$ cat config.mk
export PLATFORM = sky130hd
export DESIGN_NAME = dtlb_top
export DESIGN_NICKNAME = d
export VERILOG_FILES = /design/src/dtlb_addr_pkg.sv /design/src/dtlb_port_pkg.sv /design/src/dtlb_top.sv /design/src/dtlb_mshr.sv /design/src/dtlb_entry_array.sv /design/src/dtlb_sched.sv
export VERILOG_INCLUDE_DIRS = /design/src
export SDC_FILE = /design/constraint.sdc
export NUM_CORES = 2
export LEC_CHECK = 0
export BUFFER_PORTS_ARGS = -buffer_cell sky130_fd_sc_hd__buf_2
export CAP_MARGIN = 10
export CORE_MARGIN = 3
export CORE_UTILIZATION = 60
export CTS_CLUSTER_SIZE = 40
export DETAILED_ROUTE_END_ITERATION = 16
export GPL_TIMING_DRIVEN = 0
export PLACE_DENSITY = 0.79
export SLEW_MARGIN = 25
export SYNTH_ARGS = -nofsm -noshare
export SYNTH_HDL_FRONTEND = slang
export SYNTH_HIERARCHICAL = 1
export SYNTH_SLANG_ARGS = --single-unit
$ cat constraint.sdc
create_clock -name clk_i -period 8.36 [get_ports clk_i]
set_input_delay 0.418 -clock clk_i [delete_from_list [all_inputs] [get_ports clk_i]]
set_output_delay 0.418 -clock clk_i [all_outputs]
set_load 0.01 [all_outputs]
$ cat src/dtlb_consts.svh
/*
 * Data TLB sizing constants
 * Entry count, miss table depth and the widths of the translation fields
 */
`ifndef DTLB_CONSTS_SVH
`define DTLB_CONSTS_SVH

// Entry count is a power of two for the round-robin pointer
`define DTLB_ENTRIES 8
// Outstanding level-2 misses
`define DTLB_MSHR_DEPTH 2

// Sv39 field widths
`define DTLB_VPN_LVL_W 9
`define DTLB_PPN_W 44
`define DTLB_ASID_W 16
// LSQ slot tag
`define DTLB_LSQ_ADDR_W 4

`endif
$ cat src/dtlb_addr_pkg.sv
/*
 * Data TLB address types
 * Virtual and physical page numbers, ASID, privilege, page size and indexes
 */
`include "dtlb_consts.svh"

package dtlb_addr_pkg;

  // One level of the Sv39 page walk
  typedef logic [`DTLB_VPN_LVL_W-1:0] vpn_lvl_t;
  // Level 2 is the top, level 0 the kibi offset level
  typedef vpn_lvl_t [2:0] vpn_t;
  typedef logic [`DTLB_PPN_W-1:0] ppn_t;
  typedef logic [`DTLB_ASID_W-1:0] asid_t;

  typedef enum logic [1:0] {
    PRIV_U = 2'b00,
    PRIV_S = 2'b01,
    PRIV_M = 2'b11
  } priv_e;

  typedef enum logic [1:0] {
    PAGE_KIBI = 2'b00,
    PAGE_MEBI = 2'b01,
    PAGE_GIBI = 2'b10
  } page_e;

  typedef logic [$clog2(`DTLB_ENTRIES)-1:0] tlb_idx_t;
  typedef logic [$clog2(`DTLB_MSHR_DEPTH)-1:0] mshr_idx_t;

endpackage

$ cat src/dtlb_port_pkg.sv
/*
 * Data TLB port types
 * LSQ and level-2 TLB bus structs, the stored entry, flush kinds
 * and the array scheduler choice
 */
`include "dtlb_consts.svh"

package dtlb_port_pkg;

  import dtlb_addr_pkg::*;

  // LSQ translation request
  typedef struct packed {
    logic                         valid;
    vpn_t                         vpn;
    logic                         is_store;
    logic [`DTLB_LSQ_ADDR_W-1:0]  lsq_addr;
  } lsq_req_t;

  // Same-cycle answer on a hit
  typedef struct packed {
    logic                         valid;
    ppn_t                         ppn;
    logic                         page_fault;
    logic                         was_store;
    logic [`DTLB_LSQ_ADDR_W-1:0]  lsq_addr;
  } lsq_ans_t;

  // Wake-up of LSQ slots waiting on a miss
  typedef struct packed {
    logic  valid;
    vpn_t  vpn;
    ppn_t  ppn;
    logic  page_fault;
  } lsq_wup_t;

  typedef struct packed {
    logic  valid;
    vpn_t  vpn;
  } l2_req_t;

  // Level-2 answer, PTE permission bits included
  typedef struct packed {
    logic   valid;
    vpn_t   vpn;
    ppn_t   ppn;
    page_e  page_type;
    logic   g_bit;
    logic   u_bit;
    logic   r_bit;
    logic   w_bit;
    logic   x_bit;
    logic   d_bit;
    logic   page_fault;
  } l2_ans_t;

  typedef struct packed {
    logic   valid;
    vpn_t   vpn;
    ppn_t   ppn;
    asid_t  asid;
    logic   glob;
    logic   user;
    logic   read;
    logic   write;
    logic   dirty;
    page_e  page_type;
  } tlb_entry_t;

  typedef enum logic [1:0] {
    FLUSH_NONE = 2'b00,
    FLUSH_ASID = 2'b01,
    FLUSH_ALL  = 2'b10
  } flush_e;

  typedef enum logic [1:0] {
    SCHED_IDLE    = 2'b00,
    SCHED_FLUSH   = 2'b01,
    SCHED_L2_ANS  = 2'b10,
    SCHED_LSQ_REQ = 2'b11
  } sched_e;

endpackage

$ cat src/dtlb_top.sv
/*
 * First-level data TLB
 * Scheduler, fully associative entry array and miss table.
 * Hits answer the LSQ in the same cycle, misses go to the level-2 TLB
 */
module dtlb_top
  import dtlb_addr_pkg::*;
  import dtlb_port_pkg::*;
(
  input  logic      clk_i,
  input  logic      rst_ni,
  // CSR state
  input  logic      sum_i,
  input  logic      mxr_i,
  input  priv_e     priv_i,
  input  asid_t     asid_i,
  // SFENCE.VMA
  input  flush_e    flush_i,
  input  asid_t     flush_asid_i,
  // LSQ side
  input  lsq_req_t  lsq_req_i,
  output logic      lsq_req_rdy_o,
  output lsq_ans_t  lsq_ans_o,
  output lsq_wup_t  lsq_wup_o,
  // Level-2 TLB side
  output l2_req_t   l2_req_o,
  input  logic      l2_req_rdy_i,
  input  l2_ans_t   l2_ans_i
);

  sched_e sched;
  logic   mshr_full;
  logic   tlb_hit;
  logic   ans_match;

  dtlb_sched dtlb_sched_i (
    .flush_i       (flush_i),
    .l2_ans_vld_i  (l2_ans_i.valid),
    .lsq_req_vld_i (lsq_req_i.valid),
    .mshr_full_i   (mshr_full),
    .sched_o       (sched),
    .lsq_req_rdy_o (lsq_req_rdy_o)
  );

  dtlb_entry_array dtlb_entry_array_i (
    .clk_i        (clk_i),
    .rst_ni       (rst_ni),
    .sched_i      (sched),
    .lsq_req_i    (lsq_req_i),
    .l2_ans_i     (l2_ans_i),
    .refill_ok_i  (ans_match),
    .flush_i      (flush_i),
    .flush_asid_i (flush_asid_i),
    .asid_i       (asid_i),
    .priv_i       (priv_i),
    .sum_i        (sum_i),
    .mxr_i        (mxr_i),
    .lsq_ans_o    (lsq_ans_o),
    .hit_o        (tlb_hit)
  );

  dtlb_mshr dtlb_mshr_i (
    .clk_i        (clk_i),
    .rst_ni       (rst_ni),
    .sched_i      (sched),
    .req_vpn_i    (lsq_req_i.vpn),
    .tlb_hit_i    (tlb_hit),
    .l2_ans_i     (l2_ans_i),
    .l2_req_rdy_i (l2_req_rdy_i),
    .l2_req_o     (l2_req_o),
    .full_o       (mshr_full),
    .ans_match_o  (ans_match)
  );

  // Wake waiting LSQ slots only for answers the MSHR was tracking
  assign lsq_wup_o.valid      = ans_match;
  assign lsq_wup_o.vpn        = l2_ans_i.vpn;
  assign lsq_wup_o.ppn        = l2_ans_i.ppn;
  assign lsq_wup_o.page_fault = l2_ans_i.page_fault;

endmodule

$ cat src/dtlb_mshr.sv
/*
 * Data TLB miss table
 * Allocates a slot per missing page, drops duplicates, offers pending
 * slots to the level-2 TLB and retires them when the answer returns
 */
`include "dtlb_consts.svh"

module dtlb_mshr
  import dtlb_addr_pkg::*;
  import dtlb_port_pkg::*;
(
  input  logic     clk_i,
  input  logic     rst_ni,
  input  sched_e   sched_i,
  input  vpn_t     req_vpn_i,
  input  logic     tlb_hit_i,
  input  l2_ans_t  l2_ans_i,
  input  logic     l2_req_rdy_i,
  output l2_req_t  l2_req_o,
  output logic     full_o,
  output logic     ans_match_o
);

  logic [`DTLB_MSHR_DEPTH-1:0] valid_q;
  logic [`DTLB_MSHR_DEPTH-1:0] wait_q;
  vpn_t                        vpn_q [`DTLB_MSHR_DEPTH];
  logic [`DTLB_MSHR_DEPTH-1:0] dup_vec;
  logic [`DTLB_MSHR_DEPTH-1:0] match_vec;
  mshr_idx_t                   free_idx;
  mshr_idx_t                   pend_idx;
  mshr_idx_t                   issue_idx;
  mshr_idx_t                   hold_idx_q;
  logic                        hold_q;
  logic                        alloc;
  logic                        issue_fire;

  // Lowest free slot and lowest slot still to be sent
  always_comb begin
    free_idx = '0;
    pend_idx = '0;
    for (int k = `DTLB_MSHR_DEPTH - 1; k >= 0; k--) begin
      if (!valid_q[k]) begin
        free_idx = mshr_idx_t'(k);
      end
      if (valid_q[k] && !wait_q[k]) begin
        pend_idx = mshr_idx_t'(k);
      end
    end
  end

  // A stalled request keeps its slot until the level-2 TLB takes it
  assign issue_idx      = hold_q ? hold_idx_q : pend_idx;
  assign l2_req_o.valid = valid_q[issue_idx] && !wait_q[issue_idx];
  assign l2_req_o.vpn   = vpn_q[issue_idx];
  assign issue_fire     = l2_req_o.valid && l2_req_rdy_i;

  // Duplicate check on lookups, page-granular match on answers
  always_comb begin
    for (int k = 0; k < `DTLB_MSHR_DEPTH; k++) begin
      dup_vec[k] = valid_q[k] && (vpn_q[k] == req_vpn_i);
      case (l2_ans_i.page_type)
        PAGE_GIBI: match_vec[k] = (vpn_q[k][2] == l2_ans_i.vpn[2]);
        PAGE_MEBI: match_vec[k] = (vpn_q[k][2:1] == l2_ans_i.vpn[2:1]);
        default:   match_vec[k] = (vpn_q[k] == l2_ans_i.vpn);
      endcase
      match_vec[k] = match_vec[k] && valid_q[k] && (sched_i == SCHED_L2_ANS);
    end
  end

  assign alloc       = (sched_i == SCHED_LSQ_REQ) && !tlb_hit_i && !(|dup_vec);
  assign ans_match_o = |match_vec;
  assign full_o      = &valid_q;

  always_ff @(posedge clk_i or negedge rst_ni) begin
    if (!rst_ni) begin
      valid_q    <= '0;
      wait_q     <= '0;
      hold_q     <= 1'b0;
      hold_idx_q <= '0;
    end else begin
      hold_q     <= l2_req_o.valid && !l2_req_rdy_i;
      hold_idx_q <= issue_idx;
      for (int k = 0; k < `DTLB_MSHR_DEPTH; k++) begin
        if (match_vec[k]) begin
          // Retire beats a same-cycle issue
          valid_q[k] <= 1'b0;
          wait_q[k]  <= 1'b0;
        end else if (issue_fire && (issue_idx == mshr_idx_t'(k))) begin
          wait_q[k] <= 1'b1;
        end else if (alloc && (free_idx == mshr_idx_t'(k))) begin
          valid_q[k] <= 1'b1;
          wait_q[k]  <= 1'b0;
        end
      end
    end
  end

  // Missing page number
  always_ff @(posedge clk_i) begin
    if (alloc) begin
      vpn_q[free_idx] <= req_vpn_i;
    end
  end

endmodule

$ cat src/dtlb_entry_array.sv
/*
 * Data TLB entry array
 * Fully associative storage with per-page-size lookup, ASID/global match
 * and Sv39 permission checks. Refills from the level-2 answer into the
 * first invalid entry or a round-robin victim, and flushes by ASID or all
 */
`include "dtlb_consts.svh"

module dtlb_entry_array
  import dtlb_addr_pkg::*;
  import dtlb_port_pkg::*;
(
  input  logic      clk_i,
  input  logic      rst_ni,
  input  sched_e    sched_i,
  input  lsq_req_t  lsq_req_i,
  input  l2_ans_t   l2_ans_i,
  input  logic      refill_ok_i,
  input  flush_e    flush_i,
  input  asid_t     flush_asid_i,
  input  asid_t     asid_i,
  input  priv_e     priv_i,
  input  logic      sum_i,
  input  logic      mxr_i,
  output lsq_ans_t  lsq_ans_o,
  output logic      hit_o
);

  tlb_entry_t               entry_q [`DTLB_ENTRIES];
  logic [`DTLB_ENTRIES-1:0] hit_vec;
  logic [`DTLB_ENTRIES-1:0] flush_vec;
  tlb_idx_t                 hit_idx;
  tlb_idx_t                 victim_idx;
  tlb_idx_t                 rr_q;
  tlb_entry_t               hit_e;
  tlb_entry_t               new_entry;
  logic                     fault;
  logic                     refill_en;

  // Compare only the levels the page size translates
  function automatic logic page_match(tlb_entry_t e, vpn_t v);
    logic m;
    case (e.page_type)
      PAGE_GIBI: m = (e.vpn[2] == v[2]);
      PAGE_MEBI: m = (e.vpn[2:1] == v[2:1]);
      default:   m = (e.vpn == v);
    endcase
    return m;
  endfunction

  // Associative lookup picks the lowest matching entry
  always_comb begin
    hit_idx = '0;
    for (int k = `DTLB_ENTRIES - 1; k >= 0; k--) begin
      hit_vec[k] = entry_q[k].valid
                   && (entry_q[k].glob || (entry_q[k].asid == asid_i))
                   && page_match(entry_q[k], lsq_req_i.vpn);
      if (hit_vec[k]) begin
        hit_idx = tlb_idx_t'(k);
      end
    end
  end

  assign hit_o = |hit_vec;
  assign hit_e = entry_q[hit_idx];

  // First failing permission rule raises the fault
  always_comb begin
    fault = 1'b0;
    if (!hit_e.read && !mxr_i) begin
      // Execute-only page is readable only with MXR
      fault = 1'b1;
    end else if (lsq_req_i.is_store && !hit_e.write) begin
      fault = 1'b1;
    end else if (lsq_req_i.is_store && !hit_e.dirty) begin
      // Software must set D before a store to a clean page
      fault = 1'b1;
    end else if (hit_e.user && (priv_i == PRIV_S) && !sum_i) begin
      fault = 1'b1;
    end else if (!hit_e.user && (priv_i == PRIV_U)) begin
      fault = 1'b1;
    end
  end

  // Answer only when the lookup owns the array and hits
  always_comb begin
    lsq_ans_o.valid      = (sched_i == SCHED_LSQ_REQ) && hit_o;
    lsq_ans_o.ppn        = hit_e.ppn;
    lsq_ans_o.page_fault = fault;
    lsq_ans_o.was_store  = lsq_req_i.is_store;
    lsq_ans_o.lsq_addr   = lsq_req_i.lsq_addr;
  end

  // Entries selected by the flush kind
  always_comb begin
    for (int k = 0; k < `DTLB_ENTRIES; k++) begin
      case (flush_i)
        FLUSH_ASID: flush_vec[k] = entry_q[k].valid && !entry_q[k].glob
                                   && (entry_q[k].asid == flush_asid_i);
        FLUSH_ALL:  flush_vec[k] = 1'b1;
        default:    flush_vec[k] = 1'b0;
      endcase
    end
  end

  // Victim is the first invalid entry or else the round-robin pointer
  always_comb begin
    victim_idx = rr_q;
    for (int k = `DTLB_ENTRIES - 1; k >= 0; k--) begin
      if (!entry_q[k].valid) begin
        victim_idx = tlb_idx_t'(k);
      end
    end
  end

  // Faulting translations are never cached
  assign refill_en = (sched_i == SCHED_L2_ANS) && refill_ok_i && !l2_ans_i.page_fault;

  assign new_entry = '{
    valid:     1'b1,
    vpn:       l2_ans_i.vpn,
    ppn:       l2_ans_i.ppn,
    asid:      asid_i,
    glob:      l2_ans_i.g_bit,
    user:      l2_ans_i.u_bit,
    read:      l2_ans_i.r_bit,
    write:     l2_ans_i.w_bit,
    dirty:     l2_ans_i.d_bit,
    page_type: l2_ans_i.page_type
  };

  always_ff @(posedge clk_i or negedge rst_ni) begin
    if (!rst_ni) begin
      for (int k = 0; k < `DTLB_ENTRIES; k++) begin
        entry_q[k] <= '0;
      end
      rr_q <= '0;
    end else if (sched_i == SCHED_FLUSH) begin
      for (int k = 0; k < `DTLB_ENTRIES; k++) begin
        if (flush_vec[k]) begin
          entry_q[k].valid <= 1'b0;
        end
      end
    end else if (refill_en) begin
      entry_q[victim_idx] <= new_entry;
      // Pointer moves on every refill
      rr_q <= rr_q + 1'b1;
    end
  end

endmodule

$ cat src/dtlb_sched.sv
/*
 * Data TLB scheduler
 * Fixed-priority arbiter for the entry array: flush, then level-2 refill,
 * then LSQ lookup. Also decides when the LSQ may present a request
 */
module dtlb_sched
  import dtlb_port_pkg::*;
(
  input  flush_e  flush_i,
  input  logic    l2_ans_vld_i,
  input  logic    lsq_req_vld_i,
  input  logic    mshr_full_i,
  output sched_e  sched_o,
  output logic    lsq_req_rdy_o
);

  // Highest priority source wins the array this cycle
  always_comb begin
    sched_o = SCHED_IDLE;
    if (flush_i != FLUSH_NONE) begin
      sched_o = SCHED_FLUSH;
    end else if (l2_ans_vld_i) begin
      // Level-2 answers have no ready, so they always beat the LSQ
      sched_o = SCHED_L2_ANS;
    end else if (lsq_req_vld_i && !mshr_full_i) begin
      sched_o = SCHED_LSQ_REQ;
    end
  end

  // No room for a possible miss when the MSHR is full
  assign lsq_req_rdy_o = (flush_i == FLUSH_NONE) && !l2_ans_vld_i && !mshr_full_i;

endmodule

==> flow_metrics.env <==
export IMPL_cp_max_fo=10
export IMPL_fin_crit_sh_pct=69.7
export IMPL_cp_end_kind="flop"
export IMPL_first_global_vias=29200
export IMPL_maxCapViolCount=0
export IMPL_drtIter0Drc=2264
export IMPL_cts_root_buffer="clkbuf_16"
export IMPL_rows=96
export IMPL_vias=28300
export IMPL_hold_ws_ps=33.4
export IMPL_setup_slack_ps=2530
export IMPL_slew_headroom_pct=23.5
export IMPL_worst_pin_slew_ps=1140
export IMPL_io_buffers=270
export IMPL_crit_chain="and2_1 > nor2b_1 > o21a_1 > nor2b_1 > nand3_1 > nor4_1 > a21o_1 > nor4bb_2 > buf_4 > and3_1 > nor2b_1 > clkbuf_1 > clkbuf_1 > clkbuf_1 > mux2_2"
export IMPL_async_reset_ff_share_pct=93.4
export IMPL_syn_cell_area_mm2=0.0421
export IMPL_drive_gt1_share_pct=39.3
export IMPL_synth_seq_area_share_pct=49.5
export IMPL_ys_seq_elements=823
export IMPL_synth_nets=3498
export IMPL_post_layout_nonfiller_instances=4697
export IMPL_powerDensity_mw_per_mm2=182
export IMPL_crit_path_start="dtlb_mshr_i/valid_q[1]$_DFFE_PN0P_"
export IMPL_dp_hpwl_um=81400
export IMPL_critical_path_class="reg -> reg"
export IMPL_cts_setup_buffers=0
export IMPL_cp_arrival_ps=6350
export IMPL_core_area_mm2=0.0691
export IMPL_hp_class="in -> reg"
export IMPL_gp_congestion=0.941
export IMPL_clk_pin_slew_ps=60
export IMPL_synthCells=3322
export IMPL_min_period_ps=5830
export IMPL_finalSetupViolCount=0
export IMPL_status="completed"
export IMPL_cts_tree="built"
export IMPL_required_ps=8880
export IMPL_start_kind="flop"
export IMPL_fp_dieW_um=271
export IMPL_yosysUniqueCellTypes=72
export IMPL_postSynthAreaPerCell_um2=12.7
export IMPL_synth_edf_count=54
export IMPL_grt_pass1_wl_um=178000
export IMPL_wl_um=117000
export IMPL_yosys_warnings=6
export IMPL_r2r_start="dtlb_mshr_i/valid_q[1]$_DFFE_PN0P_"
export IMPL_grt_setup_unrepaired="no"
export IMPL_final_hold_violation_count=0
export IMPL_cts_sinks=823
export IMPL_slowest_stage="clkbuf_1"
export IMPL_max_stage_delay_ps=810
export IMPL_drt_pass1_iterations=7
export IMPL_synthToLayoutAreaGrowth_pct=13.8
export IMPL_antenna_found_initial=5
export IMPL_h_tree_depth=3
export IMPL_wl_per_cell_um=25.0
export IMPL_io_pins=308
export IMPL_final_max_slew_violation_count=0
export IMPL_synth_ff_type="dfrtp_1"
export IMPL_drc=0
export IMPL_skew_ps=25.4
export IMPL_dp_worst_setup_slack_ps=2720
export IMPL_ant_nets=0
export IMPL_track_usage_pct=31.7
export IMPL_power_leakage_nw=22.5
export IMPL_place_inst=4534
export IMPL_die_area_mm2=0.0734
export IMPL_drt_vias_per_instance=6.03
export IMPL_clockBufferDepth=3
export IMPL_timing_fmax_mhz=171
export IMPL_min_from="lsq_req_i[8]"
export IMPL_die_y_um=271
export IMPL_overflow=0
export IMPL_initial_core_util_pct=61.0
export IMPL_nNetsFinal=3869
export IMPL_clock_latency_ps=650
export IMPL_fin_setup_tns_ps=0
export IMPL_numCtsBuffers=87
export IMPL_grt_max_degree=131
export IMPL_peakVddDrop_mv=0.195
==> cells by family after synthesis <==
logic type                 count (synthesis)  share of synthesized area [%]
AOI/OAI and AO/OA                        223                           3.46
xor gates and xnor gates                 582                           12.1
DFF                                      823                           49.5
and+or+nand+nor                          390                           5.00
adders and majority gates                 21                          0.624
muxes                                    956                           25.3
buffers and inverters                    327                           3.99
==> final timing paths <==
check	to	slack [ps]	cells after the start
setup / recovery	dtlb_entry_array_i/entry_q[350]$_DFFE_PN0P_	2530	15
hold / removal	dtlb_mshr_i/vpn_q[0][3]$_DFFE_PP_	30	1
max in group asynchronous	dtlb_entry_array_i/entry_q[713]$_DFFE_PN0P_	6450	4
setup reg to reg	dtlb_entry_array_i/entry_q[350]$_DFFE_PN0P_	2530	15
hold reg to reg	dtlb_entry_array_i/rr_q[2]$_DFFE_PN0P_	490	1
min in group asynchronous	dtlb_entry_array_i/entry_q[292]$_DFFE_PN0P_	340	2
==> metrics by stage <==
| stage | instance area [um2] | power, W | util, % |
|---|---|---|---|
| 3_5_place_dp | 44900 | 0.00481 | 65.1 |
| 4_1_cts | 47900 | 0.00876 | 69.4 |
| 2_1_floorplan | 42100 | 0.00447 | - |
| 5_1_grt | 47900 | 0.00898 | 69.4 |
| 3_3_place_gp | 44600 | 0.00480 | 64.6 |
| 6_report | 47900 | 0.00871 | 69.4 |
==> Yosys cell counts (2+ instances only) <==
library cell	number	share of area, %
and4_1	2	0.042
nand3_1	19	0.23
nand2_1	133	1.2
a21o_1	3	0.053
xor2_1	195	4.1
mux2_2	862	23
nor2b_1	9	0.13
and2_1	3	0.045
inv_1	35	0.31
buf_2	73	0.87
clkbuf_1	104	0.93
o211ai_1	45	0.80
edfxtp_1	54	3.8
buf_1	22	0.20
nor4_1	57	0.85
a22oi_1	3	0.053
mux2i_1	93	2.2
nor3_1	21	0.25
ha_1	21	0.62
buf_6	3	0.080
and3_1	3	0.045
o31ai_1	8	0.14
a211o_1	2	0.042
xnor2_1	386	8.0
dfrtp_1	769	46
nand4b_1	10	0.21
o21bai_1	2	0.036
buf_4	90	1.6
o22ai_1	2	0.030
nor4_2	3	0.089
a41oi_1	13	0.27
nand4_1	85	1.3
or4_1	2	0.036
o21ai_0	98	1.2
a32oi_1	2	0.042
a21oi_1	7	0.083
a41o_1	2	0.048
o2111ai_1	3	0.062
a31oi_1	3	0.045
nand2b_1	10	0.15
o21ai_1	11	0.13
nor2_1	19	0.17
nand3b_1	2	0.036
nor3b_1	3	0.053
o21a_1	3	0.053
==> routing by layer <==
metal	wire length, um	global-route usage, %
met4	5370	13.1
met1	48400	42.3
met5	16	0
met3	8640	6.59
met2	54900	50.9
==> area by class of cell <==
| class | instances | area, um2 |
|---|---|---|
| inverter | 35 | 131 |
| timing repair buffer | 282 | 1620 |
| clock inverter | 28 | 334 |
| fill | 4999 | 21100 |
| clock buffer | 129 | 2640 |
| sequential | 823 | 20900 |
| antenna | 5 | 12.5 |
| multi-input combinational | 2172 | 19600 |
| buffer | 292 | 1550 |
| tap | 931 | 1160 |
==> sequential cells by signal, summed over array words and instances, names as in the netlist <==
register                    flops
dtlb_entry_array_i/entry_q    760
dtlb_entry_array_i/rr_q         3
dtlb_mshr_i/hold_idx_q          1
dtlb_mshr_i/hold_q              1
dtlb_mshr_i/valid_q             2
dtlb_mshr_i/vpn_q              54
dtlb_mshr_i/wait_q              2
==> worst max-delay path, delay by kind of cell, from the launching register on <==
family	cells	cell delay (ps)
AO/OA/AOI/OAI	2	550
AND/OR/NAND/NOR	8	1960
flip-flops	1	490
multiplexers	1	410
buffers and inverters	4	2270
==> repair_timing <==
action | in CTS | in global routing
endpoints found under the hold margin | 84 | 0
resized for setup | 0 | 0
hold buffers | 1 | 0
==> power by group <==
part / switching, W / internal (W)
Combinational: 0.000447 / 0.000256
Sequential: 0.0000106 / 0.00403
Clock: 0.00161 / 0.00235
==> placed cells by master (no fill, tap or decap), types with 4 or more instances in the layout <==
master / netlist / final
edfxtp_1: 54 / 54
bufinv_16: 0 / 5
buf_6: 3 / 4
buf_16: 0 / 7
nor4_2: 3 / 4
nor2b_1: 9 / 9
nand2b_1: 10 / 10
nor3_1: 21 / 18
nand3_1: 19 / 19
clkbuf_8: 0 / 22
buf_1: 22 / 21
nand4b_1: 10 / 10
o21ai_1: 11 / 11
nor4_1: 57 / 56
xor2_1: 195 / 195
a21oi_1: 7 / 7
mux2_2: 862 / 862
clkinv_2: 0 / 14
o31ai_1: 8 / 8
xnor2_1: 386 / 386
a41oi_1: 13 / 13
nand4_1: 85 / 85
o21ai_0: 98 / 98
nor2_1: 19 / 17
dfrtp_1: 769 / 769
nand2_1: 133 / 133
buf_4: 90 / 92
buf_2: 73 / 343
ha_1: 21 / 21
clkbuf_1: 104 / 117
inv_1: 35 / 35
o211ai_1: 45 / 45
mux2i_1: 93 / 93
diode_2: 0 / 5
clkbuf_16: 0 / 91
(Power assumes the default switching activity.)
